## config.mk

```make
export PLATFORM = sky130hd
export DESIGN_NAME = fetch_top
export DESIGN_NICKNAME = d
export VERILOG_FILES = /design/src/design/fetch_pkg.sv /design/src/design/pc_control.sv /design/src/design/bubble_timer.sv /design/src/design/fetch_sequencer.sv /design/src/design/pc_state.sv /design/src/design/fetch_top.sv
export VERILOG_INCLUDE_DIRS = /design/src /design/src/design
export SDC_FILE = /design/constraint.sdc
export NUM_CORES = 1
export LEC_CHECK = 0
export BUFFER_PORTS_ARGS = -buffer_cell sky130_fd_sc_hd__buf_2
export CAP_MARGIN = 30
export CORE_MARGIN = 10
export CORE_UTILIZATION = 54
export CTS_CLUSTER_SIZE = 20
export DETAILED_ROUTE_END_ITERATION = 8
export PLACE_DENSITY = 0.82
export SYNTH_ARGS = -nofsm -noshare
export SYNTH_HDL_FRONTEND = slang
export SYNTH_HIERARCHICAL = 1
export SYNTH_SLANG_ARGS = --single-unit
```

## constraint.sdc

```tcl
create_clock -name clk -period 3.6 [get_ports clk]
set_input_delay 0.18 -clock clk [delete_from_list [all_inputs] [get_ports clk]]
set_output_delay 0.18 -clock clk [all_outputs]
set_load 0.01 [all_outputs]
```

## src/design/fetch_defs.svh

```systemverilog
`ifndef FETCH_DEFS_SVH
`define FETCH_DEFS_SVH

`default_nettype none

// Datapath widths
`define PC_WIDTH        16
`define COUNT_WIDTH     16
`define OPCODE_WIDTH    4
`define COND_WIDTH      3
`define OFFSET_WIDTH    9

// Opcodes the front end decodes itself
`define OP_BRANCH       4'hC
`define OP_HALT         4'hF

`define PC_RESET        16'h0000
`define PC_STEP         16'h0002

// Bubble cycles after a taken branch, 1 or more
`define BRANCH_PENALTY  2

`default_nettype wire

`endif

```

## src/design/fetch_pkg.sv

```systemverilog
`include "fetch_defs.svh"

`default_nettype none

package fetch_pkg;

	// Branch condition field, tested against N V Z
	typedef enum logic [`COND_WIDTH-1:0] {
		NEQ    = 3'b000,	// Not Z
		EQ     = 3'b001,	// Z
		GT     = 3'b010,	// Not Z and not N
		LT     = 3'b011,	// N
		GEQ    = 3'b100,	// Z or not N
		LEQ    = 3'b101,	// Z or N
		OVFL   = 3'b110,	// V
		UNCOND = 3'b111	// Always
	} cond_e;

	// Instruction word, cond and offset only meaningful for branches
	typedef struct packed {
		logic [`OPCODE_WIDTH-1:0]        opcode;
		cond_e                           cond;
		logic signed [`OFFSET_WIDTH-1:0] offset;	// Word offset
	} instr_t;

	typedef struct packed {
		logic n;
		logic v;
		logic z;
	} flags_t;

	typedef enum logic [1:0] {
		RUN    = 2'd0,
		BUBBLE = 2'd1,	// Waiting out the branch penalty
		HALTED = 2'd2
	} fetch_state_e;

endpackage

`default_nettype wire

```

## src/design/pc_control.sv

```systemverilog
`include "fetch_defs.svh"

`default_nettype none

module pc_control import fetch_pkg::*; (
	input  instr_t                instr,
	input  flags_t                flags,
	input  logic [`PC_WIDTH-1:0]  pc,
	input  logic                  hlt,
	output logic [`PC_WIDTH-1:0]  next_pc,
	output logic                  taken
);

	logic                  neg_flag;
	logic                  ovfl_flag;
	logic                  zero_flag;
	logic                  is_branch;
	logic                  cond_met;
	logic [`PC_WIDTH-1:0]  pc_plus_2;
	logic [`PC_WIDTH-1:0]  offset_ext;
	logic [`PC_WIDTH-1:0]  offset_bytes;
	logic [`PC_WIDTH-1:0]  target;

	assign neg_flag  = flags.n;
	assign ovfl_flag = flags.v;
	assign zero_flag = flags.z;

	assign is_branch = (instr.opcode == `OP_BRANCH);

	// Condition table
	always_comb begin
		case (instr.cond)
			NEQ:     cond_met = ~zero_flag;
			EQ:      cond_met = zero_flag;
			GT:      cond_met = ~zero_flag & ~neg_flag;
			LT:      cond_met = neg_flag;
			GEQ:     cond_met = zero_flag | ~neg_flag;
			LEQ:     cond_met = zero_flag | neg_flag;
			OVFL:    cond_met = ovfl_flag;
			UNCOND:  cond_met = 1'b1;
			default: cond_met = 1'b0;
		endcase
	end

	assign taken = is_branch & cond_met;

	assign pc_plus_2 = pc + `PC_STEP;

	// Sign extend first, then scale words to bytes
	assign offset_ext = {{(`PC_WIDTH-`OFFSET_WIDTH){instr.offset[`OFFSET_WIDTH-1]}},
		instr.offset};
	assign offset_bytes = {offset_ext[`PC_WIDTH-2:0], 1'b0};

	assign target = pc_plus_2 + offset_bytes;

	always_comb begin
		if (hlt) begin
			next_pc = pc;	// Hold on halt
		end else if (taken) begin
			next_pc = target;
		end else begin
			next_pc = pc_plus_2;
		end
	end

endmodule

`default_nettype wire

```

## src/design/bubble_timer.sv

```systemverilog
`include "fetch_defs.svh"

`default_nettype none

module bubble_timer (
	input  logic clk,
	input  logic rst_n,
	input  logic start,
	output logic done
);

	localparam int CNT_W = (`BRANCH_PENALTY > 1) ? $clog2(`BRANCH_PENALTY) : 1;
	localparam logic [CNT_W-1:0] LOAD_VAL = CNT_W'(`BRANCH_PENALTY - 1);

	logic [CNT_W-1:0] count;
	logic             busy;

	always_ff @(posedge clk) begin
		if (!rst_n) begin
			busy  <= 1'b0;
			count <= '0;
		end else if (start) begin
			busy  <= 1'b1;
			count <= LOAD_VAL;
		end else if (busy) begin
			if (count == '0) begin
				busy <= 1'b0;	// Last bubble cycle just ended
			end else begin
				count <= count - 1'b1;
			end
		end
	end

	assign done = busy & (count == '0);

endmodule

`default_nettype wire

```

## src/design/fetch_sequencer.sv

```systemverilog
`include "fetch_defs.svh"

`default_nettype none

module fetch_sequencer import fetch_pkg::*; (
	input  logic   clk,
	input  logic   rst_n,
	input  instr_t instr,
	input  logic   taken,
	input  logic   timer_done,
	output logic   hlt,
	output logic   retire,
	output logic   timer_start,
	output logic   halted
);

	fetch_state_e state;
	fetch_state_e state_nxt;
	logic         in_run;
	logic         is_halt_op;

	assign in_run     = (state == RUN);
	assign is_halt_op = (instr.opcode == `OP_HALT);

	always_ff @(posedge clk) begin
		if (!rst_n) begin
			state <= RUN;
		end else begin
			state <= state_nxt;
		end
	end

	always_comb begin
		state_nxt = state;
		case (state)
			RUN: begin
				if (is_halt_op) begin
					state_nxt = HALTED;
				end else if (taken) begin
					state_nxt = BUBBLE;
				end
			end
			BUBBLE: begin
				if (timer_done) begin
					state_nxt = RUN;	// Target issues next cycle
				end
			end
			HALTED: begin
				state_nxt = HALTED;	// Only reset leaves
			end
			default: begin
				state_nxt = RUN;
			end
		endcase
	end

	// One instruction per RUN cycle
	always_comb begin
		retire      = in_run;
		hlt         = in_run & is_halt_op;
		timer_start = in_run & taken;
		halted      = (state == HALTED);
	end

endmodule

`default_nettype wire

```

## src/design/pc_state.sv

```systemverilog
`include "fetch_defs.svh"

`default_nettype none

module pc_state import fetch_pkg::*; (
	input  logic                    clk,
	input  logic                    rst_n,
	input  logic                    retire,
	input  logic [`PC_WIDTH-1:0]    next_pc,
	input  logic                    flags_write,
	input  flags_t                  flags_in,
	output logic [`PC_WIDTH-1:0]    pc,
	output flags_t                  flags,
	output logic [`COUNT_WIDTH-1:0] instr_count
);

	always_ff @(posedge clk) begin
		if (!rst_n) begin
			pc <= `PC_RESET;
		end else if (retire) begin
			pc <= next_pc;
		end
	end

	// Written by execute, seen by the next branch
	always_ff @(posedge clk) begin
		if (!rst_n) begin
			flags <= '0;
		end else if (flags_write) begin
			flags <= flags_in;
		end
	end

	always_ff @(posedge clk) begin
		if (!rst_n) begin
			instr_count <= '0;
		end else if (retire) begin
			instr_count <= instr_count + 1'b1;	// Wraps
		end
	end

endmodule

`default_nettype wire

```

## src/design/fetch_top.sv

```systemverilog
`include "fetch_defs.svh"

`default_nettype none

module fetch_top import fetch_pkg::*; (
	input  logic                    clk,
	input  logic                    rst_n,
	output logic [`PC_WIDTH-1:0]    imem_addr,
	input  instr_t                  imem_data,
	input  logic                    flags_write,
	input  flags_t                  flags_in,
	output logic                    issue,
	output logic [`PC_WIDTH-1:0]    issue_pc,
	output instr_t                  issue_instr,
	output logic                    halted,
	output logic [`COUNT_WIDTH-1:0] instr_count
);

	logic [`PC_WIDTH-1:0] pc;
	logic [`PC_WIDTH-1:0] next_pc;
	flags_t               flags;
	logic                 hlt;
	logic                 taken;
	logic                 retire;
	logic                 timer_start;
	logic                 timer_done;

	assign imem_addr   = pc;
	assign issue       = retire;
	assign issue_pc    = pc;
	assign issue_instr = imem_data;

	pc_state u_pc_state (
		.clk         (clk),
		.rst_n       (rst_n),
		.retire      (retire),
		.next_pc     (next_pc),
		.flags_write (flags_write),
		.flags_in    (flags_in),
		.pc          (pc),
		.flags       (flags),
		.instr_count (instr_count)
	);

	pc_control u_pc_control (
		.instr   (imem_data),
		.flags   (flags),
		.pc      (pc),
		.hlt     (hlt),
		.next_pc (next_pc),
		.taken   (taken)
	);

	fetch_sequencer u_fetch_sequencer (
		.clk         (clk),
		.rst_n       (rst_n),
		.instr       (imem_data),
		.taken       (taken),
		.timer_done  (timer_done),
		.hlt         (hlt),
		.retire      (retire),
		.timer_start (timer_start),
		.halted      (halted)
	);

	bubble_timer u_bubble_timer (
		.clk   (clk),
		.rst_n (rst_n),
		.start (timer_start),
		.done  (timer_done)
	);

endmodule

`default_nettype wire

```

==> impl_metrics.json, run 1 <==
{
  "p_int_mw": 0.729,
  "cellPowerDensity_nw_per_um2": 291,
  "htreeDepth": 2,
  "hold_viol_final": 0,
  "rsz0062_at_grt": "no",
  "die_x_um": 98.3,
  "die-height_um": 98.3,
  "pwr-share-clk_pct": 27.5,
  "post-route-period-util_pct": 93.2,
  "fin_worst_skew_ps": 5.37,
  "yosys-top-cells-count": "nor2_1, dfxtp_1, buf_4",
  "cts_hold_buf": 0,
  "syn_area_um2": 3310,
  "ys_warn_count": 6,
  "grt_pass1_wl_um": 14000,
  "grt_overflow": 0,
  "cts.clk_slew.worst_paths_ps": 70,
  "rows": 28,
  "slowest_delay_ps": 420,
  "synth_flop_cell": "dfxtp_1",
  "core_area_um2": 5960,
  "start_util_pct": 55.7,
  "worstMarginPinSlew_ps": 965,
  "worstPathMaxFanout": 8,
  "antenna_found_initial": 0,
  "crit_start": "u_pc_state/pc[4]",
  "fin_ws_ps": 244,
  "postSynthRegisterBits": 39,
  "worstPathArrival_ps": 3570,
  "post-route-util_pct": 61.7,
  "p_switching_mw": 0.340,
  "maxCapViolCount": 0,
  "seq_power_share_pct": 44.4,
  "grt_max_degree": 32,
  "insertion_delay_ps": 280,
  "rrSetupSlack_ps": 240,
  "dr.pass1.iters": 4,
  "synthCells": 401,
  "io_buffers": 87,
  "drt_iter0_drc": 270,
  "routed_via_density": 5.66,
  "drive_gt1_share_pct": 28.0,
  "yosysTopAreaCellShare_pct": 23.6,
  "crit_required_ps": 3810,
  "synth_area_per_cell_um2": 8.27,
  "diodes": 0,
  "ys_top_cells_by_area": "dfxtp_1, buf_4, ha_1",
  "r2r_start": "u_pc_state/pc[4]",
  "grt_pass1_vias": 2994,
  "cts_tree": "built",
  "worstRegToRegCells": 14,
  "p_leak_nw": 1.91,
  "nets": 497,
  "via_count": 2993,
  "root_buffer": "clkbuf_8",
  "path_class": "register to register",
  "endpoint": "u_pc_state/pc[15]",
  "ios": 88,
  "ant_nets": 0,
  "gp_congestion": 0.853,
  "setup_viol": 0,
  "max-clock-path-buffers": 2,
  "die_area_um2": 9670,
  "dp_slack_ps": 163,
  "wl_per_cell_um": 15.9,
  "period_needed_ps": 3360,
  "area_growth_pct": 10.9,
  "path_cells": "and3_1, nand3_4, nor3b_4, nand3_2, xnor2_1, ha_1, nand4_1, a2111oi_4, nor3_2, xnor2_2, a2111o_1, o311ai_1, mux2i_1, nor2_1",
  "cts_buffers": 5,
  "synth-edff-count": 0,
  "track_usage_pct": 16.6,
  "yosysMostFrequentCell": "nor2_1",
  "synth-async-reset-ratio_pct": 0,
  "status": "finished clean",
  "tns_ps": 0,
  "startpoint_type": "register",
  "crit_slowest_cell": "a2111o_1",
  "p_comb_share_pct": 28.1,
  "drc": 0,
  "yosysSeqAreaShare_pct": 23.6,
  "drt_wl_total_um": 8430,
  "cts_setup_buffers": 0,
  "post-dp-hpwl_um": 6510,
  "peakVddDrop_mv": 0.206,
  "slew_headroom_pct": 35.6,
  "yosysTopAreaCell": "dfxtp_1",
  "finalMaxSlewViolations": 0,
  "r2r-end": "u_pc_state/pc[15]",
  "synth_nets": 444,
  "swShare_pct": 31.8,
  "hp-class": "input port to register",
  "synth.distinct_cells": 67,
  "cp-end-kind": "register",
  "fmax_mhz": 298,
  "cts_num_sinks": 39
}
stage by stage:
step | hold slack, ps | area [um2] | std cells | power [mW]
2_1_floorplan | 298 | 3310 | 401 | 0.700
3_3_place_gp | 421 | 3570 | 522 | 0.767
3_5_place_dp | 426 | 3570 | 522 | 0.780
4_1_cts | 126 | 3660 | 529 | 1.07
5_1_grt | 175 | 3670 | 529 | 1.13
6_report | 139 | 3670 | 529 | 1.07
registers in the layout, summed over array words and instances, names as in the netlist:
register,flops
u_pc_state/pc,16
u_bubble_timer/busy,1
u_pc_state/flags,3
u_pc_state/instr_count,16
u_fetch_sequencer/state,2
u_bubble_timer/count,1
kinds of logic (layout without fill, tap and decap cells):
group | after synthesis | count (layout) | synth area share [%]
XOR/XNOR | 32 | 32 | 8.68
AO/OA/AOI/OAI | 74 | 74 | 15.6
adder cells (fa/ha/maj) | 21 | 21 | 8.15
multiplexers | 27 | 27 | 8.34
flip-flops | 39 | 39 | 23.6
AND/OR/NAND/NOR | 149 | 149 | 24.5
buffers and inverters | 59 | 112 | 11.2
how the worst min path moves through the flow:
stage / start / end / slack [ps] / cells after the start
floorplan: rst_n / u_bubble_timer/count / 300 / 1
global placement: flags_in[2] / u_pc_state/flags[2] / 420 / 3
detailed placement: flags_in[2] / u_pc_state/flags[2] / 430 / 3
CTS: flags_in[2] / u_pc_state/flags[2] / 130 / 3
global route: flags_in[1] / u_pc_state/flags[1] / 180 / 3
finish: flags_in[2] / u_pc_state/flags[2] / 140 / 3
power groups by stage:
| stage | combinational, mW | clock (mW) | sequential [mW] |
|---|---|---|---|
| detailed placement | 0.297 | 0 | 0.483 |
| finish | 0.301 | 0.294 | 0.474 |
| CTS | 0.298 | 0.302 | 0.473 |
| global placement | 0.286 | 0 | 0.481 |
| floorplan | 0.211 | 0 | 0.489 |
| global route | 0.333 | 0.319 | 0.477 |
cells in the final DEF, fill, tap and decap left out, types with 6 or more instances in the layout:
cell / n
o21ai_0: 14
mux2i_1: 25
a21oi_1: 21
nand2_1: 24
xnor2_1: 19
xor2_1: 12
nand2b_1: 6
and3_1: 7
nand3_1: 13
nand4_1: 13
buf_2: 87
nor2_1: 49
buf_4: 7
a21o_1: 7
clkbuf_8: 6
inv_1: 9
dfxtp_1: 36
ha_1: 20
repair_timing:
| item | in CTS | in global routing |
|---|---|---|
| gates resized for setup | 0 | 4 |
| hold endpoints to repair | 0 | 0 |
| setup endpoints to repair | 0 | 1 |
metal layers:
layer	vias to the layer above	track usage [%]	share of wire, %
met1	1395	20.4	44
met5	-	0	0
met3	6	3.52	6.2
met4	0	5.18	0.94
li1	1496	-	-
met2	96	28.2	49
critical path: cells and delay by family, from the launching register on:
kind            cells  cell delay, ps
compound gates      3             860
flops               1             400
mux                 1             130
xor+xnor            2             330
simple gates        7            1210
fa+ha+maj           1             350
layout make-up:
| class | count | area (um2) |
|---|---|---|
| clock buffers | 6 | 82.6 |
| clock inverters | 1 | 5.00 |
| fillers | 519 | 2280 |
| inverters | 11 | 43.8 |
| multi-input cells | 303 | 2180 |
| flip-flops and latches | 39 | 785 |
| well taps | 75 | 93.8 |
| repair buffers | 94 | 488 |
Note: power is estimated with default switching activity, not from simulation.
==> run 2: changes to the inputs <==
- CORE_UTILIZATION: 54 -> 55
- CTS_BUF_LIST: unset -> sky130_fd_sc_hd__clkbuf_4 sky130_fd_sc_hd__clkbuf_8
- PLACE_DENSITY: 0.82 -> 0.83
==> run 2 against run 1 <==
Against the previous run:
- sequential share of layout area barely moved
- routed wire length fell by 0.45%
- clock skew rose by 1.1 ps
- core utilization rose by 0.65 points
- total power rose by 0.10%
- design area fell by 0.14%
- global-route usage fell by 0.16 points
- combinational power fell by 3%
- sequential power barely moved
- critical path type unchanged
- critical endpoint unchanged
==> impl_metrics.json, run 2 (synthesis gave the netlist of run 1 again) <==
{
  "cellPowerDensity_nw_per_um2": 291,
  "worstRegToRegCells": 14,
  "n_fill_cell": 553,
  "worstPathMaxFanout": 6,
  "p_total_mw": 1.07,
  "post-route-period-util_pct": 93.5,
  "drt_iter0_drc": 173,
  "instances_no_fill": 531,
  "start_util_pct": 56.3,
  "reg_top3": "u_pc_state/instr_count x16, u_pc_state/pc x16, u_pc_state/flags x3",
  "multi_input_area_um2": 2160,
  "routed_via_density": 5.66,
  "crit_required_ps": 3820,
  "worstPathArrival_ps": 3580,
  "drt_wl_total_um": 8390,
  "status": "finished clean",
  "worstMarginPinSlew_ps": 1010,
  "final_cell_mix": "buf_2, nor2_1, dfxtp_1",
  "grt_max_degree": 32,
  "wl_per_cell_um": 15.8,
  "fin_hold_ws_ps": 123,
  "fin_ws_ps": 235,
  "antenna_found_initial": 0,
  "post_dp_cell_area_um2": 3570,
  "cts.clk_slew.worst_paths_ps": 80,
  "nets": 498,
  "max-clock-path-buffers": 2,
  "htreeDepth": 2,
  "grt_pass1_vias": 2909,
  "insertion_delay_ps": 290,
  "setup_viol": 0,
  "hold_depth": 3,
  "hp-class": "input port to register",
  "rows": 28,
  "tns_ps": 0,
  "p_leak_nw": 1.91,
  "post-dp-hpwl_um": 6500,
  "drive_gt1_share_pct": 28.1,
  "post-route-util_pct": 62.4,
  "grt_pass1_wl_um": 13600,
  "startpoint_type": "register",
  "die_x_um": 97.6,
  "cts_num_sinks": 39,
  "fmax_mhz": 297,
  "cp-end-kind": "register",
  "area_growth_pct": 10.7,
  "io_buffers": 87,
  "ant_nets": 0,
  "period_needed_ps": 3360,
  "finalMaxSlewViolations": 0,
  "slew_headroom_pct": 32.7,
  "root_buffer": "clkbuf_8",
  "cts_tree": "built",
  "ff_latch_area_um2": 783,
  "dr.pass1.iters": 4,
  "die-height_um": 97.6,
  "die_area_um2": 9530,
  "diodes": 0,
  "ios": 88,
  "track_usage_pct": 16.5,
  "path_class": "register to register",
  "peakVddDrop_mv": 0.185,
  "drc": 0,
  "via_count": 3004,
  "hold_viol_final": 0,
  "core_area_um2": 5890,
  "maxCapViolCount": 0,
  "cts_buffers": 5,
  "grt_overflow": 0,
  "dp_cells": 522,
  "final_cell_area_um2": 3670,
  "dp_slack_ps": 194,
  "gp_congestion": 0.835,
  "fin_worst_skew_ps": 6.43,
  "final_common_cell": "buf_2"
}
==> run 2: worst max-delay path, stage by stage (launching register included) <==
cell and delay, ps:
dfxtp_1 400, and3_1 250, nand3_4 140, nor3b_4 290, nand3_2 140, xnor2_1 160
ha_1 350, nand4_1 210, a2111oi_2 360, nor3_2 100, xnor2_2 170, a2111o_1 420
o311ai_1 90, mux2i_1 110, nor2_1 90
==> run 2: what timing repair did <==
item / CTS / global route
setup buffers: 0 / 1
hold buffers: 0 / 0
gates resized for setup: 0 / 2
hold endpoints to repair: 0 / 0
setup endpoints to repair: 0 / 1
==> run 2: layer usage <==
layer | GRT usage, % | wire length [um]
met1 | 19.8 | 3710
met5 | 0 | 0
met2 | 28.3 | 4020
met4 | 6.38 | 145
met3 | 2.84 | 514
==> run 2: report_power, final <==
| part | switching [mW] | internal, mW |
|---|---|---|
| clock | 0.151 | 0.151 |
| sequential | 0.0264 | 0.449 |
| combinational | 0.165 | 0.127 |
==> run 2: worst paths after layout <==
check,from,end,slack [ps]
setup / recovery,u_pc_state/pc[4],u_pc_state/pc[15],240
hold / removal,flags_in[0],u_pc_state/flags[0],120
setup reg to reg,u_pc_state/pc[4],u_pc_state/pc[15],240
hold reg to reg,u_pc_state/instr_count[15],u_pc_state/instr_count[15],470
==> run 2: layout make-up <==
| cell class | count | area share [%] |
|---|---|---|
| multi-input cells | 303 | 59.0 |
| flip-flops and latches | 39 | 21.3 |
| repair buffers | 95 | 13.5 |
| well taps | 75 | 2.56 |
| clock buffers | 7 | 2.28 |
| inverters | 11 | 1.19 |
| clock inverters | 1 | 0.136 |
